File: src/hdl/sha256_pkg.sv
/*
  Shared definitions for the two-engine SHA-256 subsystem.
  Holds sizes, round constants, initial hash words, the 512-bit block union
  and the word functions of FIPS 180-4. Modules pull it in with a wildcard import
*/

package sha256_pkg;

  localparam int BLK_BYTS = 64;            // Bytes per message block
  localparam int BLK_BITS = BLK_BYTS * 8;  // Bits per message block
  localparam int DIG_BITS = 256;           // Bits per digest
  localparam int ROUNDS   = 64;            // Compression rounds per block
  localparam int MOD_W    = 6;             // Last-block byte count, 0 means all 64 valid
  localparam int N_ENG    = 2;             // Number of hash engines
  localparam int ENG_W    = $clog2(N_ENG); // Width of an engine index
  localparam int TAG_W    = 4;             // Width of the sequence tag

  // Engine FSM encodings
  localparam logic [1:0] SHA_IDLE   = 2'd0; // Waiting for a start of message
  localparam logic [1:0] SHA_ROUNDS = 2'd1; // Running the 64 rounds
  localparam logic [1:0] SHA_UPDATE = 2'd2; // Folding the working vars into H
  localparam logic [1:0] SHA_FINAL  = 2'd3; // Digest presented, waiting for ready

  // Round constants, first 32 bits of the cube roots of the first 64 primes
  localparam logic [31:0] K [ROUNDS] = '{
    32'h428a2f98, 32'h71374491, 32'hb5c0fbcf, 32'he9b5dba5,
    32'h3956c25b, 32'h59f111f1, 32'h923f82a4, 32'hab1c5ed5,
    32'hd807aa98, 32'h12835b01, 32'h243185be, 32'h550c7dc3,
    32'h72be5d74, 32'h80deb1fe, 32'h9bdc06a7, 32'hc19bf174,
    32'he49b69c1, 32'hefbe4786, 32'h0fc19dc6, 32'h240ca1cc,
    32'h2de92c6f, 32'h4a7484aa, 32'h5cb0a9dc, 32'h76f988da,
    32'h983e5152, 32'ha831c66d, 32'hb00327c8, 32'hbf597fc7,
    32'hc6e00bf3, 32'hd5a79147, 32'h06ca6351, 32'h14292967,
    32'h27b70a85, 32'h2e1b2138, 32'h4d2c6dfc, 32'h53380d13,
    32'h650a7354, 32'h766a0abb, 32'h81c2c92e, 32'h92722c85,
    32'ha2bfe8a1, 32'ha81a664b, 32'hc24b8b70, 32'hc76c51a3,
    32'hd192e819, 32'hd6990624, 32'hf40e3585, 32'h106aa070,
    32'h19a4c116, 32'h1e376c08, 32'h2748774c, 32'h34b0bcb5,
    32'h391c0cb3, 32'h4ed8aa4a, 32'h5b9cca4f, 32'h682e6ff3,
    32'h748f82ee, 32'h78a5636f, 32'h84c87814, 32'h8cc70208,
    32'h90befffa, 32'ha4506ceb, 32'hbef9a3f7, 32'hc67178f2
  };

  // Initial hash value H(0), big endian words
  localparam logic [31:0] IV [8] = '{
    32'h6a09e667, 32'hbb67ae85, 32'h3c6ef372, 32'ha54ff53a,
    32'h510e527f, 32'h9b05688c, 32'h1f83d9ab, 32'h5be0cd19
  };

  // One 512-bit block, byte 0 of the message sits in bits 7:0
  // The word view feeds the schedule and the byte view places the 0x80 terminator
  typedef union packed {
    logic [15:0][31:0] w; // Word i is bits 32i+31 to 32i
    logic [63:0][7:0]  b; // Byte k is bits 8k+7 to 8k
  } sha_block_u;

  // Rotate right, only used by the sigma functions below
  function automatic logic [31:0] rotr(input logic [31:0] x, input int unsigned n);
    return (x >> n) | (x << (32 - n));
  endfunction

  // Swap a little endian stream word into the big endian order SHA works in
  function automatic logic [31:0] bs32(input logic [31:0] x);
    return {x[7:0], x[15:8], x[23:16], x[31:24]};
  endfunction

  function automatic logic [31:0] big_sig0(input logic [31:0] x);
    return rotr(x, 2) ^ rotr(x, 13) ^ rotr(x, 22);
  endfunction

  function automatic logic [31:0] big_sig1(input logic [31:0] x);
    return rotr(x, 6) ^ rotr(x, 11) ^ rotr(x, 25);
  endfunction

  // Message schedule sigmas, the last term is a plain shift
  function automatic logic [31:0] little_sig0(input logic [31:0] x);
    return rotr(x, 7) ^ rotr(x, 18) ^ (x >> 3);
  endfunction

  function automatic logic [31:0] little_sig1(input logic [31:0] x);
    return rotr(x, 17) ^ rotr(x, 19) ^ (x >> 10);
  endfunction

  // Choose, e picks bits from f or g
  function automatic logic [31:0] ch(input logic [31:0] e, input logic [31:0] f,
                                     input logic [31:0] g);
    return (e & f) ^ (~e & g);
  endfunction

  // Majority of the three inputs per bit
  function automatic logic [31:0] maj(input logic [31:0] a, input logic [31:0] b,
                                      input logic [31:0] c);
    return (a & b) ^ (a & c) ^ (b & c);
  endfunction

endpackage

File: src/hdl/sha256_core.sv
/*
  One SHA-256 hash engine. Takes whole messages as 512-bit blocks, pads the
  last one with 0x80 and the 64-bit bit length (or adds a padding-only block),
  runs 64 rounds per block and chains the result. The digest is held with the
  sequence tag latched at start of message until the output accepts it
*/

`timescale 1ns/1ns

module sha256_core
  import sha256_pkg::*;
(
  input  logic                i_clk,
  input  logic                i_rst,
  input  logic                i_blk_val,  // Block valid from the dispatcher
  output logic                o_blk_rdy,  // High in idle or when the next block may come
  input  logic                i_blk_sop,
  input  logic                i_blk_eop,
  input  logic [MOD_W-1:0]    i_blk_mod,  // Valid bytes in the last block, 0 means all
  input  sha_block_u          i_blk_dat,
  input  logic [TAG_W-1:0]    i_blk_tag,  // Sequence tag, sampled at start of message
  output logic                o_dig_val,
  input  logic                i_dig_rdy,
  output logic [DIG_BITS-1:0] o_dig_dat,  // First digest byte in bits 7:0
  output logic [TAG_W-1:0]    o_dig_tag
);

  logic [1:0]             state;
  logic [5:0]             rnd;         // Round counter, also indexes K
  logic [15:0][31:0]      w;           // Schedule window, w[0] is used this round
  logic [31:0]            w_nxt;       // Next schedule word shifted in at the top
  logic [7:0][31:0]       v;           // Working vars a..h at index 0..7
  logic [7:0][31:0]       h;           // Chaining value
  logic [31:0]            t1, t2;
  logic [63:0]            bit_len;     // Message bits taken so far
  logic [63:0]            len_nxt;     // Bit length including the block now offered
  logic [9:0]             len_add;
  logic                   pad_only;    // A padding-only block still has to run
  logic                   final_blk;   // The block in flight is the last one
  logic                   need_pad;    // Tail leaves no room for the length
  logic                   blk_acc;
  sha_block_u             blk_pad;     // Incoming block with tail bytes cleared
  logic [15:0][31:0]      w_load;      // Big endian words to load into the window
  logic [15:0][31:0]      w_pad;       // Contents of the padding-only block
  logic                   dig_val;
  logic [TAG_W-1:0]       tag;

  assign blk_acc   = o_blk_rdy && i_blk_val;
  assign o_dig_val = dig_val;
  assign o_dig_tag = tag;

  // Tail does not fit when the block is full or fewer than 9 bytes remain
  assign need_pad = (i_blk_mod == '0) || (i_blk_mod > MOD_W'(BLK_BYTS - 9));

  always_comb begin
    // Bits added by this block, only a short last block adds less than 512
    len_add = (i_blk_eop && i_blk_mod != '0) ? 10'({i_blk_mod, 3'b000}) : 10'(BLK_BITS);
    len_nxt = bit_len + 64'(len_add);

    blk_pad = i_blk_dat;
    if (i_blk_eop && i_blk_mod != '0) begin
      for (int k = 0; k < BLK_BYTS; k++) begin
        if (k >= int'(i_blk_mod))
          blk_pad.b[k] = 8'h00; // Stale bytes beyond the message end
      end
      blk_pad.b[i_blk_mod] = 8'h80; // Terminator right after the last byte
    end

    for (int i = 0; i < 16; i++)
      w_load[i] = bs32(blk_pad.w[i]);
    // The length goes inline when the tail leaves room for it
    if (i_blk_eop && !need_pad) begin
      w_load[14] = len_nxt[63:32];
      w_load[15] = len_nxt[31:0];
    end
  end

  // Padding-only block, a full last block still owes the 0x80 byte in word 0
  always_comb begin
    w_pad     = '0;
    w_pad[0]  = (bit_len[8:0] == '0) ? 32'h8000_0000 : 32'h0;
    w_pad[14] = bit_len[63:32];
    w_pad[15] = bit_len[31:0];
  end

  always_comb begin
    w_nxt = little_sig1(w[14]) + w[9] + little_sig0(w[1]) + w[0];
    t1    = v[7] + big_sig1(v[4]) + ch(v[4], v[5], v[6]) + K[rnd] + w[0];
    t2    = big_sig0(v[0]) + maj(v[0], v[1], v[2]);
  end

  // H words go back to stream byte order so the digest matches the input
  always_comb begin
    for (int i = 0; i < 8; i++)
      o_dig_dat[i*32 +: 32] = bs32(h[i]);
  end

  always_ff @(posedge i_clk) begin
    if (i_rst) begin
      state     <= SHA_IDLE;
      rnd       <= '0;
      o_blk_rdy <= 1'b0;
      dig_val   <= 1'b0;
      bit_len   <= '0;
      pad_only  <= 1'b0;
      final_blk <= 1'b0;
    end else begin
      case (state)
        SHA_IDLE: begin
          for (int i = 0; i < 8; i++) begin
            h[i] <= IV[i]; // Start every message from H(0)
            v[i] <= IV[i];
          end
          rnd       <= '0;
          pad_only  <= 1'b0;
          final_blk <= 1'b0;
          o_blk_rdy <= 1'b1;
          if (blk_acc && i_blk_sop) begin
            w         <= w_load;
            tag       <= i_blk_tag;
            bit_len   <= len_nxt;
            o_blk_rdy <= 1'b0;
            if (i_blk_eop) begin
              pad_only  <= need_pad;
              final_blk <= !need_pad;
            end
            state <= SHA_ROUNDS;
          end
        end
        SHA_ROUNDS: begin
          for (int i = 0; i < 15; i++)
            w[i] <= w[i+1];
          w[15] <= w_nxt;
          v[7] <= v[6];      // h <= g
          v[6] <= v[5];
          v[5] <= v[4];
          v[4] <= v[3] + t1; // e <= d + T1
          v[3] <= v[2];
          v[2] <= v[1];
          v[1] <= v[0];
          v[0] <= t1 + t2;   // a <= T1 + T2
          rnd  <= rnd + 6'd1;
          if (rnd == 6'(ROUNDS - 1)) begin
            rnd       <= '0;
            o_blk_rdy <= !(final_blk || pad_only); // Ask for more only mid message
            state     <= SHA_UPDATE;
          end
        end
        SHA_UPDATE: begin
          if (final_blk) begin
            for (int i = 0; i < 8; i++)
              h[i] <= h[i] + v[i];
            dig_val <= 1'b1; // Digest shows in the cycle after this update
            state   <= SHA_FINAL;
          end else if (pad_only) begin
            for (int i = 0; i < 8; i++) begin
              h[i] <= h[i] + v[i];
              v[i] <= h[i] + v[i];
            end
            w         <= w_pad;
            pad_only  <= 1'b0;
            final_blk <= 1'b1;
            state     <= SHA_ROUNDS;
          end else if (blk_acc) begin
            for (int i = 0; i < 8; i++) begin
              h[i] <= h[i] + v[i];
              v[i] <= h[i] + v[i];
            end
            w         <= w_load;
            bit_len   <= len_nxt;
            o_blk_rdy <= 1'b0;
            if (i_blk_eop) begin
              pad_only  <= need_pad;
              final_blk <= !need_pad;
            end
            state <= SHA_ROUNDS;
          end
        end
        SHA_FINAL: begin
          // Stay here with input closed until the arbiter takes the digest
          if (i_dig_rdy) begin
            dig_val <= 1'b0;
            bit_len <= '0;
            state   <= SHA_IDLE;
          end
        end
        default: state <= SHA_IDLE;
      endcase
    end
  end

  // A held digest must not move or drop while the output is stalled
  a_dig_hold: assert property (@(posedge i_clk) disable iff (i_rst)
    o_dig_val && !i_dig_rdy |=> o_dig_val && $stable(o_dig_dat) && $stable(o_dig_tag));

endmodule

File: config.mk
export PLATFORM = sky130hd
export DESIGN_NAME = sha256_core
export DESIGN_NICKNAME = d
export VERILOG_FILES = /design/src/hdl/sha256_pkg.sv /design/src/hdl/sha256_core.sv
export SDC_FILE = /design/constraint.sdc
export NUM_CORES = 2
export LEC_CHECK = 0
export BUFFER_PORTS_ARGS = -buffer_cell sky130_fd_sc_hd__buf_2
export CORE_ASPECT_RATIO = 1.4
export CORE_MARGIN = 5
export CORE_UTILIZATION = 45
export CTS_BUF_LIST = sky130_fd_sc_hd__clkbuf_16
export CTS_CLUSTER_SIZE = 25
export DETAILED_ROUTE_END_ITERATION = 10
export MAX_ROUTING_LAYER = met4
export PLACE_DENSITY = 0.65
export SYNTH_ARGS = -nofsm -noshare
export SYNTH_HDL_FRONTEND = slang
export SYNTH_SLANG_ARGS = --single-unit
File: constraint.sdc
create_clock -name i_clk -period 65.2 [get_ports i_clk]
set_clock_uncertainty 0.05 [all_clocks]
set_input_delay 6.52 -clock i_clk [delete_from_list [all_inputs] [get_ports i_clk]]
set_output_delay 6.52 -clock i_clk [all_outputs]
set_load 0.1 [all_outputs]
==> results.ini <==
[finish]
syn_to_final_growth_pct = 13.35
final_nets = 9055
drive_gt1_share_pct = 14.69

[setup_path]
worstPathRequired_ns = 65.56
crit_path_frequent_cell = buf_4
critPathKind = input pin to flop
start_kind = input pin
cp_max_fo = 90
cpLargestDelayFamily = buffers and inverters
crit_slowest_cell = buf_4
cp_num_buf_inv = 5
crit_chain = buf_2 -> nand2_1 -> a21oi_1 -> nor2_1 -> nor3_2 -> a21boi_4 -> buf_4 -> buf_4 -> buf_4 -> buf_4
endpoint_kind = flop
critPathMaxStageDelay_ns = 1.01
arrival_ns = 11.34

[global_route]
grt_max_degree = 172
grt_pass1_vias = 63050
antenna_found_initial = 57
grt_pass1_wl_mm = 461.5
grt_use_total_pct = 37.63
overflow = 0

[die]
rows = 177
initial_utilization_pct = 45.29
io-pin-count = 790
chipWidth_um = 355.8
core_area_um2 = 166300
die_h_um = 494.1
fp.dieArea_um2 = 175800

[clock_tree]
clkSinkCount = 1101
holdBufCountCts = 0
cts.path.max_buffers = 3
cts_resized = 0
root_buffer = clkbuf_16
path_clk_slew_ns = 0.06
clock_latency_ns = 0.81
cts_tree = done
post_cts_buffers = 0
cts_made_buffers = 116
htreeDepth = 3

[detailed_routing]
drcViolationCount = 0
drtPass1Iterations = 11
drtAntennaViolNets = 0
wl_per_cell_um = 32.46
vias = 64850
drt_iter0_drc = 7180
viasPerCell = 6.297
wl_mm = 334.2

[sta]
rsz0062_at_grt = no
fin_crit_sh_pct = 16.83
final_hold_viol_count = 0
drv_slew = 0
period_minus_slack_ns = 10.98
tightestPinTransition_ns = 1.271
tns_ns = 0
setup_slack_ns = 54.22
setup_violations = 0
fmax_mhz = 91.11
relSlewSlack_pct = 13.10

[place]
numPortBuffers = 789
hpwl_mm = 263.2
place.gp.congestion = 1.041
pre_cts_ws_ns = 53.54

[yosys]
synth_seq_area_share_pct = 42.92
synth_edf_count = 1028
synthTopCellsByCount = edfxtp_1 (1028), a21oi_1 (534), inv_1 (511)
yosysMostFrequentCell = edfxtp_1
synth_top_cell_area_share_pct = 40.98
ys_seq_elements = 1101
syn_area_per_cell_um2 = 10.31
netlist_instances = 7310
synth_area_um2 = 75330
synth_area_leaders = edfxtp_1 (41%), ha_1 (6.8%), fa_1 (5.2%)
synth_nets = 8447
synthArstFlopShare_pct = 0
yosys_warnings = 0
ys_types = 105
ys.flop_type = edfxtp_1
yosys.area.top_type = edfxtp_1

[flow_run]
drv_cap = 0

[hold_path]
hold_path_class = flop to flop

[run_status]
status = finished, final reports clean

## flip-flops by register name, indices dropped and copies added (netlist names)
name	count
w	512
o_dig_dat	256
v	256
bit_len	61
rnd	6
o_dig_tag	4
state	2
final_blk	1
o_blk_rdy	1
o_dig_val	1
pad_only	1
## stage by stage
step	hold WS, ns	instance area (um2)	cells	utilization [%]
6_report	0.4426	85380	10300	51.34
5_1_grt	0.4771	85370	10290	51.33
4_1_cts	0.4387	85260	10250	51.27
3_5_place_dp	0.4288	81500	10040	49.00
3_3_place_gp	0.4129	81500	10040	49.00
2_1_floorplan	0.4288	75330	7310	-
## cell type report
class,count,area [um2]
Clock buffer,116,2903
Antenna cell,48,120.1
Sequential cell,1101,32340
Fill cell,15380,80930
Inverter,515,1939
Clock inverter,97,864.6
Tap cell,2237,2799
Multi-Input combinational cell,5297,39690
Timing Repair Buffer,887,4735
## worst register-to-register path, delay by kind of cell, from the launching register on
| kind | cells | cell delay, ns |
|---|---|---|
| adders and majority gates | 5 | 1.88 |
| AOI/OAI and AO/OA | 16 | 3.75 |
| DFF | 1 | 0.31 |
| and+or+nand+nor | 7 | 1.66 |
| buffers and inverters | 7 | 1.29 |
| xor gates and xnor gates | 2 | 0.52 |
## cells in the final DEF (no fill, tap or decap), drive strengths merged, types with 412 or more instances in the layout
cell type / n
a21oi: 540
a22o: 430
buf: 887
edfxtp: 1028
ha: 412
inv: 542
nand2: 449
nor2: 492
o21ai: 445
xnor2: 417
## per-layer routing
layer / up-vias / global-route usage [%] / share of wire (%)
li1: 28350 / - / -
met1: 32060 / 40.75 / 34
met2: 3564 / 61.90 / 48
met3: 871 / 6.665 / 8.4
met4: 0 / 28.15 / 9.6
met5: - / - / 0
## final timing paths
path                                start   endpoint  slack [ns]  cells after the start
worst max-delay path            i_blk_val     w[404]       54.22                     10
worst min-delay path            o_dig_val  o_dig_val        0.44                      2
worst max register to register     rnd[0]      v[30]       55.48                     37
worst min register to register  o_dig_val  o_dig_val        0.44                      2
## kinds of logic (layout without fill, tap and decap cells)
kind of cell | count (synthesis) | after routing | share of synthesized area, %
AOI/OAI and AO/OA | 2325 | 2325 | 21.60
xor gates and xnor gates | 632 | 632 | 7.366
adders and majority gates | 611 | 611 | 12.10
buffers and inverters | 912 | 1615 | 4.568
DFF | 1101 | 1101 | 42.92
muxes | 51 | 51 | 0.7973
other | 0 | 48 | 0
and+or+nand+nor | 1678 | 1678 | 10.65
Power is not shown: default switching activity piles up to over one toggle a cycle in this logic, so the estimate is an artifact.
