$ cat src/hdl/sha256_pkg.sv
/*
  Shared definitions for the two-engine SHA-256 subsystem.
  Holds sizes, round constants, initial hash words, the 512-bit block union
  and the word functions of FIPS 180-4. Modules pull it in with a wildcard import
*/

package sha256_pkg;

  localparam int BLK_BYTS = 64;            // Bytes per message block
  localparam int BLK_BITS = BLK_BYTS * 8;  // Bits per message block
  localparam int DIG_BITS = 256;           // Bits per digest
  localparam int ROUNDS   = 64;            // Compression rounds per block
  localparam int MOD_W    = 6;             // Last-block byte count, 0 means all 64 valid
  localparam int N_ENG    = 2;             // Number of hash engines
  localparam int ENG_W    = $clog2(N_ENG); // Width of an engine index
  localparam int TAG_W    = 4;             // Width of the sequence tag

  // Engine FSM encodings
  localparam logic [1:0] SHA_IDLE   = 2'd0; // Waiting for a start of message
  localparam logic [1:0] SHA_ROUNDS = 2'd1; // Running the 64 rounds
  localparam logic [1:0] SHA_UPDATE = 2'd2; // Folding the working vars into H
  localparam logic [1:0] SHA_FINAL  = 2'd3; // Digest presented, waiting for ready

  // Round constants, first 32 bits of the cube roots of the first 64 primes
  localparam logic [31:0] K [ROUNDS] = '{
    32'h428a2f98, 32'h71374491, 32'hb5c0fbcf, 32'he9b5dba5,
    32'h3956c25b, 32'h59f111f1, 32'h923f82a4, 32'hab1c5ed5,
    32'hd807aa98, 32'h12835b01, 32'h243185be, 32'h550c7dc3,
    32'h72be5d74, 32'h80deb1fe, 32'h9bdc06a7, 32'hc19bf174,
    32'he49b69c1, 32'hefbe4786, 32'h0fc19dc6, 32'h240ca1cc,
    32'h2de92c6f, 32'h4a7484aa, 32'h5cb0a9dc, 32'h76f988da,
    32'h983e5152, 32'ha831c66d, 32'hb00327c8, 32'hbf597fc7,
    32'hc6e00bf3, 32'hd5a79147, 32'h06ca6351, 32'h14292967,
    32'h27b70a85, 32'h2e1b2138, 32'h4d2c6dfc, 32'h53380d13,
    32'h650a7354, 32'h766a0abb, 32'h81c2c92e, 32'h92722c85,
    32'ha2bfe8a1, 32'ha81a664b, 32'hc24b8b70, 32'hc76c51a3,
    32'hd192e819, 32'hd6990624, 32'hf40e3585, 32'h106aa070,
    32'h19a4c116, 32'h1e376c08, 32'h2748774c, 32'h34b0bcb5,
    32'h391c0cb3, 32'h4ed8aa4a, 32'h5b9cca4f, 32'h682e6ff3,
    32'h748f82ee, 32'h78a5636f, 32'h84c87814, 32'h8cc70208,
    32'h90befffa, 32'ha4506ceb, 32'hbef9a3f7, 32'hc67178f2
  };

  // Initial hash value H(0), big endian words
  localparam logic [31:0] IV [8] = '{
    32'h6a09e667, 32'hbb67ae85, 32'h3c6ef372, 32'ha54ff53a,
    32'h510e527f, 32'h9b05688c, 32'h1f83d9ab, 32'h5be0cd19
  };

  // One 512-bit block, byte 0 of the message sits in bits 7:0
  // The word view feeds the schedule and the byte view places the 0x80 terminator
  typedef union packed {
    logic [15:0][31:0] w; // Word i is bits 32i+31 to 32i
    logic [63:0][7:0]  b; // Byte k is bits 8k+7 to 8k
  } sha_block_u;

  // Rotate right, only used by the sigma functions below
  function automatic logic [31:0] rotr(input logic [31:0] x, input int unsigned n);
    return (x >> n) | (x << (32 - n));
  endfunction

  // Swap a little endian stream word into the big endian order SHA works in
  function automatic logic [31:0] bs32(input logic [31:0] x);
    return {x[7:0], x[15:8], x[23:16], x[31:24]};
  endfunction

  function automatic logic [31:0] big_sig0(input logic [31:0] x);
    return rotr(x, 2) ^ rotr(x, 13) ^ rotr(x, 22);
  endfunction

  function automatic logic [31:0] big_sig1(input logic [31:0] x);
    return rotr(x, 6) ^ rotr(x, 11) ^ rotr(x, 25);
  endfunction

  // Message schedule sigmas, the last term is a plain shift
  function automatic logic [31:0] little_sig0(input logic [31:0] x);
    return rotr(x, 7) ^ rotr(x, 18) ^ (x >> 3);
  endfunction

  function automatic logic [31:0] little_sig1(input logic [31:0] x);
    return rotr(x, 17) ^ rotr(x, 19) ^ (x >> 10);
  endfunction

  // Choose, e picks bits from f or g
  function automatic logic [31:0] ch(input logic [31:0] e, input logic [31:0] f,
                                     input logic [31:0] g);
    return (e & f) ^ (~e & g);
  endfunction

  // Majority of the three inputs per bit
  function automatic logic [31:0] maj(input logic [31:0] a, input logic [31:0] b,
                                      input logic [31:0] c);
    return (a & b) ^ (a & c) ^ (b & c);
  endfunction

endpackage

$ cat src/hdl/sha256_dispatch.sv
/*
  Message dispatcher. Steers each whole message to the lowest numbered idle
  engine and holds that engine until the end of message transfer.
  Also owns the sequence tag counter that every message is stamped with
*/

`timescale 1ns/1ns

module sha256_dispatch
  import sha256_pkg::*;
(
  input  logic             i_clk,
  input  logic             i_rst,
  input  logic             i_blk_val,
  output logic             o_blk_rdy,
  input  logic             i_blk_sop,
  input  logic             i_blk_eop,
  input  logic [N_ENG-1:0] i_eng_rdy, // Ready with sop pending means idle
  output logic [N_ENG-1:0] o_eng_val,
  output logic [TAG_W-1:0] o_tag      // Tag of the message now entering
);

  logic             busy;   // A message is open on the owner engine
  logic [ENG_W-1:0] owner;
  logic [ENG_W-1:0] sel;    // Lowest idle engine
  logic [ENG_W-1:0] cur;    // Engine the input is steered to this cycle
  logic             route;  // Input has somewhere to go
  logic [TAG_W-1:0] tag;

  assign o_tag = tag;

  always_comb begin
    sel = '0;
    for (int e = N_ENG - 1; e >= 0; e--) begin
      if (i_eng_rdy[e])
        sel = ENG_W'(e); // Last hit wins so the lowest index is picked
    end
    cur   = busy ? owner : sel;
    route = busy || (i_blk_sop && (|i_eng_rdy)); // No idle engine stalls a new message
    o_eng_val = '0;
    if (route && i_blk_val)
      o_eng_val[cur] = 1'b1;
    o_blk_rdy = route && i_eng_rdy[cur];
  end

  always_ff @(posedge i_clk) begin
    if (i_rst) begin
      busy  <= 1'b0;
      owner <= '0;
      tag   <= '0;
    end else if (i_blk_val && o_blk_rdy) begin
      if (i_blk_eop) begin
        busy <= 1'b0;          // Engine is released here and single-block messages never set busy
        tag  <= tag + 1'b1;    // Wraps after 2^TAG_W messages
      end else begin
        busy <= 1'b1;
        if (!busy)
          owner <= sel;        // Captured on the start of message transfer
      end
    end
  end

  // All blocks of one message go to the engine that took its first block
  a_one_eng: assert property (@(posedge i_clk) disable iff (i_rst)
    i_blk_val && o_blk_rdy && !i_blk_eop |=> (o_eng_val & ~$past(o_eng_val)) == '0);

endmodule

$ cat config.mk
export PLATFORM = sky130hd
export DESIGN_NAME = sha256_dispatch
export DESIGN_NICKNAME = d
export VERILOG_FILES = /design/src/hdl/sha256_pkg.sv /design/src/hdl/sha256_dispatch.sv
export SDC_FILE = /design/constraint.sdc
export NUM_CORES = 1
export LEC_CHECK = 0
export BUFFER_PORTS_ARGS = -buffer_cell sky130_fd_sc_hd__clkbuf_2
export CAP_MARGIN = 0
export CORE_AREA = 2 2 39 41
export CTS_BUF_LIST = sky130_fd_sc_hd__clkbuf_16
export DETAILED_ROUTE_END_ITERATION = 16
export DIE_AREA = 0 0 41 43
export GPL_TIMING_DRIVEN = 0
export PLACE_DENSITY = 0.53
export RECOVER_POWER = 100
export SLEW_MARGIN = 10
export SYNTH_ARGS = -nofsm -noshare
export SYNTH_HDL_FRONTEND = slang
export SYNTH_SLANG_ARGS = --single-unit
$ cat constraint.sdc
create_clock -name i_clk -period 3.65 [get_ports i_clk]
set_input_delay 0 -clock i_clk [delete_from_list [all_inputs] [get_ports i_clk]]
set_output_delay 0 -clock i_clk [all_outputs]
set_load 0.02 [all_outputs]
==> qor.yml, run 1 <==
global_route.overflow_total: 0
via_per_inst: 4.729
grt_pass1_vias: 297
grt_first_pass_wirelength_um: 1159
gp_congestion: 0.5767
power.density_nw_per_um2: 548.4
ant_nets: 0
utilization: 0.3544
status: "complete, no violations"
final_common_cell: "clkbuf_1"
slew_viol_final: 0
core_area_um2: 1384
drt-total-wl_um: 714
final_cell_mix: "clkbuf_1, dfxtp_1, clkbuf_2"
setup_tns_ns: 0
path_clk_slew_ns: 0.03
use_met2: 0.1344
hold_buffers: 0
routedWlPerCell_um: 10.20
slowest_delay_ns: 0.65
crit_arrival_ns: 2.17
cp_max_fo: 9
syn_area_um2: 359.1
die_height_um: 43
multiInputGateArea_um2: 215.2
dieArea_um2: 1763
diodes: 0
fillers: 149
cts.repair.resized: 0
worstSkewPairLatency_ns: 0.22
end_kind: "flip-flop"
cts_sinks: 6
cts_root_buf: "clkbuf_16"
startpoint: "busy"
layout_min_cycle_time_ns: 2.065
max_freq_ghz: 0.4843
place.port_buffers: 13
synthTopCellsByArea: "dfxtp_1, mux2i_1, a211oi_4, nor2b_1, a21oi_1"
postCtsSetupBuffers: 0
regToRegEndpoint: "o_tag[3]"
max-vdd-ir-drop_mv: 0.3373
rsz0062_at_grt: "no"
synth_compound_area_frac: 0.2125
syn2layout_area_growth_pct: 36.59
synth_nets: 46
cts_tree: "done"
yosys.area_share.simple: 0.2195
synth_xor_area_frac: 0.02439
syn_area_per_cell_um2: 9.450
use_met1: 0.1290
placedInstanceArea_um2: 444.2
synth.mux.area_fraction: 0.1429
hold_depth: 2
hold_viol: 0
start_util: 0.2595
reg2reg_slack_ns: 1.59
num_rows: 14
max-clock-path-buffers: 2
die_x_um: 41
dp.cells: 67
vias: 331
p_leak_nw: 0.1921
finalSetupViolCount: 0
synthAdderAreaFrac: 0.03484
antenna_found_initial: 0
crit_path_end: "o_tag[3]"
synth_top_area_cell: "dfxtp_1"
synthDistinctLibCells: 22
synth-seq-cells: 6
drive_gt1_frac: 0.1667
finalNetCount: 64
syn_inst: 38
synth_top_area_share: 0.3345
grtUsageMet3: 0.01571
finalNonFillerCells: 70
grt_max_degree: 10
worstMarginPinSlew_ns: 0.7909
path_cells: "clkbuf_1 -> o21ai_0 -> a211oi_1 -> nand4_1 -> mux2_1"
reg2reg_depth: 5
synth_top_family_by_area: "simple AND/OR/NAND/NOR gates"
htreeDepth: 1
min_path_type: "in2reg"
design_area_um2: 490.5
route.detailed.drc: 0
ys_seq_area_frac: 0.3345
cts_buffers: 3
ys_warn_count: 0
maxCapViolCount: 0
dp_hpwl_um: 545.6
slew_headroom: 0.4695
drtIter0Drc: 2
track_usage: 0.09548
regToRegStartpoint: "busy"
seqCellArea_um2: 120.1
io_pins: 14
finalPower_uw: 269.0
grt.busiest_layer: "met2"
final.period_utilization: 0.5657
cp-start-kind: "flip-flop"
finalClockSkew_ns: 0.0002155
worstSetupPathType: "reg2reg"
critical_path_required_ns: 3.76
crit_slowest_cell: "a211oi_1"
drt_first_pass_iters: 2
## critical path: cells and delay by family (launching register included)
family          cells  cell delay, ns
buf+inv             1            0.32
mux                 1            0.33
flops               1            0.29
compound gates      2            0.81
simple gates        1            0.19
## through the flow
| stage | setup WS, ns | hold WS (ns) |
|---|---|---|
| 6_report | 1.585 | 0.03529 |
| 5_1_grt | 1.350 | 0.06138 |
| 4_1_cts | 2.083 | 0.04291 |
| 3_5_place_dp | 2.084 | 0.2749 |
| 3_3_place_gp | 2.092 | 0.2675 |
| 2_1_floorplan | 2.238 | 0.06907 |
## synthesized netlist by cell type
| cell type | n |
|---|---|
| a22oi_1 | 1 |
| a21oi_1 | 3 |
| nand3b_1 | 1 |
| mux2_1 | 1 |
| nor4b_1 | 1 |
| nor3_1 | 1 |
| o21a_1 | 1 |
| a21bo_1 | 1 |
| buf_6 | 1 |
| nor2b_1 | 3 |
| nand2_1 | 1 |
| o22ai_1 | 1 |
| and2_1 | 1 |
| o21ai_1 | 2 |
| xnor2_1 | 1 |
| ha_1 | 1 |
| mux2i_1 | 4 |
| a211oi_4 | 1 |
| and2b_1 | 1 |
| nand4_1 | 1 |
| dfxtp_1 | 6 |
| nor2_1 | 4 |
## worst min-delay path by stage
stage,from,end,slack [ns]
6_report,i_rst,o_tag[0],0.04
4_1_cts,i_rst,o_tag[0],0.04
3_5_place_dp,i_rst,o_tag[0],0.27
5_1_grt,i_rst,o_tag[1],0.06
2_1_floorplan,i_rst,o_tag[2],0.07
3_3_place_gp,i_rst,o_tag[2],0.27
## registers in the layout, summed over array words and instances (netlist names)
signal	cells
o_tag	4
owner	1
busy	1
## cell type report
cell class              count  area share
plain buffers               1    0.007653
flip-flops and latches      6      0.2449
repair buffers             13      0.1148
well taps                  16     0.04082
multi-input cells          31      0.4388
clock buffers               3      0.1531
## metal layers
metal | part of all wire | up-vias
met5 | 0 | -
met4 | 0 | 0
met3 | 0.098 | 0
met2 | 0.41 | 13
met1 | 0.49 | 144
li1 | - | 174
## power by group
| group | internal (mW) | switching, mW |
|---|---|---|
| clock | 0.140 | 0.0334 |
| sequential | 0.0678 | 0.00134 |
| combinational | 0.0104 | 0.0158 |
| total | 0.218 | 0.0506 |
## cells by family after synthesis
group           after synthesis
simple gates                 14
compound gates               10
flops                         6
mux                           5
xor+xnor                      1
buf+inv                       1
fa+ha+maj                     1
Note: power is estimated with default switching activity, not from simulation.
==> run 2, diff against run 1 <==
--- a/config.mk
+++ b/config.mk
@@ -5,6 +5,7 @@
 export SDC_FILE = /design/constraint.sdc
 export NUM_CORES = 1
 export LEC_CHECK = 0
+export ABC_AREA = 1
 export BUFFER_PORTS_ARGS = -buffer_cell sky130_fd_sc_hd__clkbuf_2
 export CAP_MARGIN = 0
 export CORE_AREA = 2 2 39 41
@@ -12,7 +13,7 @@
 export DETAILED_ROUTE_END_ITERATION = 16
 export DIE_AREA = 0 0 41 43
 export GPL_TIMING_DRIVEN = 0
-export PLACE_DENSITY = 0.53
+export PLACE_DENSITY = 0.57
 export RECOVER_POWER = 100
 export SLEW_MARGIN = 10
 export SYNTH_ARGS = -nofsm -noshare
==> constraint.sdc (replaced) <==
create_clock -name i_clk -period 1.9 [get_ports i_clk]
set_input_delay 0 -clock i_clk [delete_from_list [all_inputs] [get_ports i_clk]]
set_output_delay 0 -clock i_clk [all_outputs]
set_load 0.02 [all_outputs]
==> run 2 against run 1 <==
- non-clock buffer count fell by 1
- sequential power rose by 100%
- die area did not move
- global-route usage rose by 3.6 points
- largest cell class unchanged
- sequential share of layout area fell by 1.6 points
==> qor.yml, run 2 <==
status: "complete, no violations"
switching_share: 0.2269  # +0.03889
pwr-share-comb: 0.130  # +0.033
finalSetupViolCount: 0  # unchanged
crit_slowest_cell: "dfxtp_1"
synth_ff_type: "dfxtp_1"
cp_num_buf_inv: 1  # unchanged
p_leak_nw: 0.2496  # +30%
hold_buffers: 0  # unchanged
synthTopCellsByArea: "dfxtp_1, nor2_1, nand2_1, nand4_1, inv_1"
finalClockSkew_ns: 0.002054  # +0.001838 ns
seq_power_share: 0.254  # -0.003
synth_nets: 68  # +48%
core_area_um2: 1384  # unchanged
cp.depth: 5  # unchanged
syn2layout_area_growth_pct: 28.53
cp_max_fo: 6  # -3
finalNetCount: 86  # +34%
path_delay_family: "simple AND/OR/NAND/NOR gates"
cts_buffers: 3  # unchanged
final.period_utilization: 0.7536
worstSkewPairLatency_ns: 0.23  # about the same
largest_register_ffs: 4  # unchanged
drtIter0Drc: 6  # +4
slew_headroom: 0.7497  # +0.2801
hp-start: "i_rst"
global_route.overflow_total: 0  # unchanged
synth_top_area_share: 0.2945  # -0.04002
die_height_um: 43  # unchanged
diodes: 0  # unchanged
layout_min_cycle_time_ns: 1.432
max-clock-path-buffers: 2  # unchanged
max-vdd-ir-drop_mv: 0.5598  # +66%
die_x_um: 41  # unchanged
p_int_uw: 427.5  # +96%
routedWlPerCell_um: 9.783  # -4.1%
critical_path_required_ns: 1.90  # -1.86 ns
place.port_buffers: 13  # unchanged
crit_arrival_ns: 1.43  # -0.74 ns
seqCellArea_um2: 120.1  # unchanged
syn_area_per_cell_um2: 6.798  # -28%
ys_seq_area_frac: 0.2945  # -0.04002
clkPwrFrac: 0.616  # -0.030
num_rows: 14  # unchanged
multiInputGateArea_um2: 222.7  # +3.5%
io_pins: 14  # unchanged
max_freq_ghz: 0.6984
end_kind: "output port"
dp_hpwl_um: 674.1  # +24%
hold_depth: 4  # +2
cts_tree: "done"
dieArea_um2: 1763  # unchanged
cts.repair.resized: 0  # unchanged
startpoint: "busy"
antenna_found_initial: 0  # unchanged
worstSetupPathType: "reg2out"
drive_gt1_frac: 0.1842  # +0.01754
vias: 413  # +25%
ys_warn_count: 0  # unchanged
via_per_inst: 4.489  # -5.1%
regToRegStartpoint: "busy"
final_cell_mix: "nor2_1, nand2_1, inv_1, clkbuf_1"
cp-start-kind: "flip-flop"
synth_common_cells: "nor2_1, nand2_1, inv_1"
drt_first_pass_iters: 2  # unchanged
track_usage: 0.1317  # +0.03618
slowest_delay_ns: 0.38  # -0.27 ns
path_cells: "nand2_2 -> nand3_1 -> nand2_2 -> nor2_1 -> clkbuf_1"
slew_viol_final: 0  # unchanged
path_clk_slew_ns: 0.03  # about the same
yosysMostFrequentCell: "nor2_1"
route.detailed.drc: 0  # unchanged
rsz0062_at_grt: "no"
synth_top_area_cell: "dfxtp_1"
synth-async-reset-ratio: 0  # unchanged
cts_root_buf: "clkbuf_16"
gp_congestion: 0.7384  # +28%
cts_sinks: 6  # unchanged
grt_first_pass_wirelength_um: 1524  # +31%
crit_top_cell: "nand2_2"
min_path_type: "in2reg"
hold_viol: 0  # unchanged
start_util: 0.2948  # +0.03526
synthDistinctLibCells: 17  # -23%
utilization: 0.3788  # +0.02441
htreeDepth: 1  # unchanged
setup_tns_ns: 0  # unchanged
grt_max_degree: 8  # -2
final_common_cell: "nor2_1"
grt_pass1_vias: 382  # +29%
syn_inst: 60  # +58%
postCtsSetupBuffers: 0  # unchanged
fillers: 169  # +13%
holdWs_ns: 0.09831  # +0.06302 ns
synth_edf_count: 0  # unchanged
drt-total-wl_um: 900  # +26%
power.density_nw_per_um2: 1055  # +92%
maxCapViolCount: 0  # unchanged
reg2reg_depth: 6  # +1
power_switching_uw: 125.5  # +150%
syn_area_um2: 407.9  # +14%
ant_nets: 0  # unchanged
synth-seq-cells: 6  # unchanged
worstMarginPinSlew_ns: 0.3741  # -0.4168 ns
## run 2: changes by cell type after synthesis, sizes merged, moves of 2 or more
| cell | previous run | this run |
|---|---|---|
| nor2b | 3 | 0 |
| nor2 | 4 | 21 |
| mux2i | 4 | 0 |
| nand3 | 0 | 2 |
| inv | 0 | 8 |
| a21oi | 3 | 0 |
| nand4 | 1 | 6 |
| nand2 | 1 | 12 |
## run 2: final timing paths
| check | slack [ns] | endpoint |
|---|---|---|
| max reg2reg | 0.59 | o_tag[2] |
| min reg2reg | 0.51 | o_tag[3] |
| max | 0.47 | o_blk_rdy |
| min | 0.1 | busy |
## run 2: tightest hold or removal path, delay by kind of cell
family	cells	cell delay, ns
simple gates	2	0.12
buf+inv	2	0.16
## run 2: cell type report
| type | instances | share of cell area |
|---|---|---|
| multi-input cells | 46 | 0.4248 |
| flip-flops and latches | 6 | 0.2291 |
| clock buffers | 3 | 0.1432 |
| repair buffers | 13 | 0.1074 |
| inverters | 8 | 0.05728 |
| well taps | 16 | 0.03819 |
## run 2: per-layer routing
metal | up-vias | wire length (µm) | track usage
met1 | 176 | 450 | 0.1645
met4 | 0 | 13 | 0.1000
li1 | 224 | - | -
met5 | - | 0 | 0
met3 | 2 | 41 | 0.03141
met2 | 11 | 394 | 0.1844
## run 2: cells by family (layout without fill, tap and decap cells)
logic type | Yosys count | in the layout | share of synthesized area
compound gates | 2 | 2 | 0.03067
xor+xnor | 1 | 1 | 0.02148
fa+ha+maj | 1 | 1 | 0.03067
buf+inv | 8 | 24 | 0.07362
flops | 6 | 6 | 0.2945
simple gates | 42 | 42 | 0.5491
## run 2: through the flow
| step | total power [mW] | worst slack [ns] | instance area, µm² | instances |
|---|---|---|---|---|
| 2_1_floorplan | 0.1996 | 0.7785 | 407.9 | 60 |
| 3_3_place_gp | 0.2261 | 0.7933 | 493.0 | 89 |
| 3_5_place_dp | 0.2271 | 0.7830 | 493.0 | 89 |
| 4_1_cts | 0.5755 | 0.6777 | 568.0 | 92 |
| 5_1_grt | 0.5841 | 0.2937 | 524.3 | 92 |
| 6_report | 0.5529 | 0.4682 | 524.3 | 92 |
## run 2: power by group through the flow
stage | logic [mW] | registers [mW] | clock network, mW
finish | 0.0718 | 0.140 | 0.341
global route | 0.0845 | 0.141 | 0.358
CTS | 0.0853 | 0.140 | 0.350
detailed placement | 0.0849 | 0.142 | 0
global placement | 0.0841 | 0.142 | 0
floorplan | 0.0542 | 0.145 | 0
==> run 3, diff against run 2 <==
--- a/config.mk
+++ b/config.mk
@@ -5,7 +5,7 @@
 export SDC_FILE = /design/constraint.sdc
 export NUM_CORES = 1
 export LEC_CHECK = 0
-export ABC_AREA = 1
+export ABC_AREA = 0
 export BUFFER_PORTS_ARGS = -buffer_cell sky130_fd_sc_hd__clkbuf_2
 export CAP_MARGIN = 0
 export CORE_AREA = 2 2 39 41
@@ -13,7 +13,7 @@
 export DETAILED_ROUTE_END_ITERATION = 16
 export DIE_AREA = 0 0 41 43
 export GPL_TIMING_DRIVEN = 0
-export PLACE_DENSITY = 0.57
+export PLACE_DENSITY = 0.53
 export RECOVER_POWER = 100
 export SLEW_MARGIN = 10
 export SYNTH_ARGS = -nofsm -noshare
==> constraint.sdc (replaced) <==
create_clock -name i_clk -period 1.35 [get_ports i_clk]
set_input_delay 0 -clock i_clk [delete_from_list [all_inputs] [get_ports i_clk]]
set_output_delay 0 -clock i_clk [all_outputs]
set_load 0.02 [all_outputs]
==> run 3 against run 2 <==
- sequential power increased by 34%
- cell count decreased by 23%
- cell area grew 0.72%
- setup slack lost 0.41 ns
- wire length shrank 19%
- register-to-register slack got worse by 0.54 ns
- worst hold slack worse by 0.066 ns
- first-iteration DRC count fell by 67%
- non-clock buffer count up 2
- critical endpoint is now o_tag[2]
- largest power group unchanged
- critical path depth unchanged
==> qor.yml, run 3 (synthesis results as in run 1) <==
finalClockSkew_ns: 0.0006131  # -0.001441 ns
final_cell_mix: "clkbuf_2, clkbuf_1, dfxtp_1"
power_switching_uw: 149.3  # +19%
start_util: 0.2595  # -0.03526
worstSkewPairLatency_ns: 0.23  # about the same
grtUsageMet3: 0.01571  # -0.01571
die_height_um: 43  # unchanged
rsz0062_at_grt: "yes"
clkPwrFrac: 0.637  # +0.021
use_met2: 0.1219  # -0.06250
max-vdd-ir-drop_mv: 0.6113  # +9.2%
max_freq_ghz: 0.7713
drtIter0Drc: 2  # -4
hold_buffers: 0  # unchanged
core_area_um2: 1384  # unchanged
cts.repair.resized: 0  # unchanged
track_usage: 0.09366  # -0.03800
path_cells: "mux2i_2 -> a211oi_4 -> buf_4 -> a21bo_1 -> a21oi_1"
drive_gt1_frac: 0.2909  # +0.1067
max-clock-path-buffers: 2  # unchanged
via_per_inst: 4.690  # +4.5%
layout_min_cycle_time_ns: 1.297
end_kind: "flip-flop"
fin_ws_ns: 0.05341  # -0.4148 ns
cp-start-kind: "flip-flop"
vias: 333  # -19%
grt.busiest_layer: "met1"
power.density_nw_per_um2: 1418  # +34%
num_rows: 14  # unchanged
critical_path_required_ns: 1.51  # -0.39 ns
hold_viol: 0  # unchanged
finalNetCount: 65  # -24%
worstMarginPinSlew_ns: 0.3592  # -0.01488 ns
diodes: 0  # unchanged
largest_register_ffs: 4  # unchanged
syn2layout_area_growth_pct: 47.04
cts_tree: "done"
grt_max_degree: 10  # +2
drt_first_pass_iters: 4  # +2
cp_max_fo: 5  # -1
gp_congestion: 0.5895  # -20%
drt-total-wl_um: 730  # -19%
slew_headroom: 0.7571  # +0.007465
p_leak_nw: 0.2104  # -16%
cts_buffers: 3  # unchanged
multiInputGateArea_um2: 235.2  # +5.6%
dp_hpwl_um: 531.3  # -21%
htreeDepth: 1  # unchanged
pwr-share-comb: 0.113  # -0.017
seq_power_share: 0.250  # -0.004
global_route.overflow_total: 0  # unchanged
grt_pass1_vias: 288  # -25%
status: "complete, no violations"
cts_sinks: 6  # unchanged
ant_nets: 0  # unchanged
use_met1: 0.1266  # -0.03789
seqCellArea_um2: 121.4  # +1.0%
pre_cts_slack_ns: -0.1041  # -0.8870 ns
crit_arrival_ns: 1.45  # +0.02 ns
route.detailed.drc: 0  # unchanged
min_path_type: "in2reg"
finalPower_uw: 748.6  # +35%
finalSetupViolCount: 0  # unchanged
slowest_delay_ns: 0.35  # -0.03 ns
switching_share: 0.1994  # -0.02749
routedWlPerCell_um: 10.28  # +5.1%
final_common_cell: "clkbuf_2"
place.port_buffers: 13  # unchanged
p_int_uw: 599.3  # +40%
grt_first_pass_wirelength_um: 1104  # -28%
antenna_found_initial: 0  # unchanged
final.period_utilization: 0.9604
fillers: 147  # -13%
cts_root_buf: "clkbuf_16"
maxCapViolCount: 0  # unchanged
die_x_um: 41  # unchanged
dieArea_um2: 1763  # unchanged
slew_viol_final: 0  # unchanged
io_pins: 14  # unchanged
worstSetupPathType: "reg2reg"
crit_slowest_cell: "dfxtp_2"
path_clk_slew_ns: 0.03  # about the same
-- run 3: what timing repair did --
| item | 4_1_cts | 5_1_grt |
|---|---|---|
| endpoints found under the setup margin | 1 | 3 |
| pin swaps | 2 | 1 |
| endpoints found under the hold margin | 0 | 0 |
| buffers inserted | 1 | 0 |
-- run 3: path summary, 6_finish.rpt --
| kind | from | end | slack [ns] | cells after the start |
|---|---|---|---|---|
| hold / removal | i_rst | owner | 0.03 | 2 |
| hold reg to reg | owner | owner | 0.54 | 2 |
| setup / recovery | owner | o_tag[2] | 0.05 | 5 |
| setup reg to reg | owner | o_tag[2] | 0.05 | 5 |
-- run 3: power by group through the flow --
stage	clock (mW)	combinational [mW]	sequential, mW
after floorplan	0	0.0517	0.192
after global placement	0	0.0847	0.190
after detailed placement	0	0.0845	0.190
after CTS	0.488	0.0869	0.187
after global routing	0.492	0.0933	0.188
final	0.477	0.0845	0.187
-- run 3: worst max-delay path, delay by kind of cell, from the launching register on --
kind / cells / cell delay [ns]
AOI/OAI and AO/OA: 3 / 0.40
DFF: 1 / 0.35
muxes: 1 / 0.30
buffers and inverters: 1 / 0.17
-- run 3: final cells by class --
| type | count | area share |
|---|---|---|
| well taps | 16 | 0.03791 |
| plain buffers | 1 | 0.02133 |
| multi-input cells | 31 | 0.4455 |
| flip-flops and latches | 6 | 0.2299 |
| clock buffers | 3 | 0.1422 |
| repair buffers | 14 | 0.1232 |
-- run 3: layer usage --
metal | vias to the layer above | wire (µm)
met2 | 15 | 311
li1 | 172 | -
met1 | 144 | 342
met5 | - | 0
met3 | 2 | 61
met4 | 0 | 14
-- run 3: metrics by stage --
step	setup TNS, ns	cell area [µm²]	cells	hold WS [ns]	util
after detailed placement	-0.1041	452.9	67	0.2696	0.3273
after floorplan	-0.01559	367.9	38	0.06497	-
final	0	528.0	71	0.03241	0.3816
after CTS	0	535.5	71	0.04027	0.3870
after global routing	-0.01287	528.0	71	0.04188	0.3816
after global placement	-0.1085	452.9	67	0.2665	0.3273
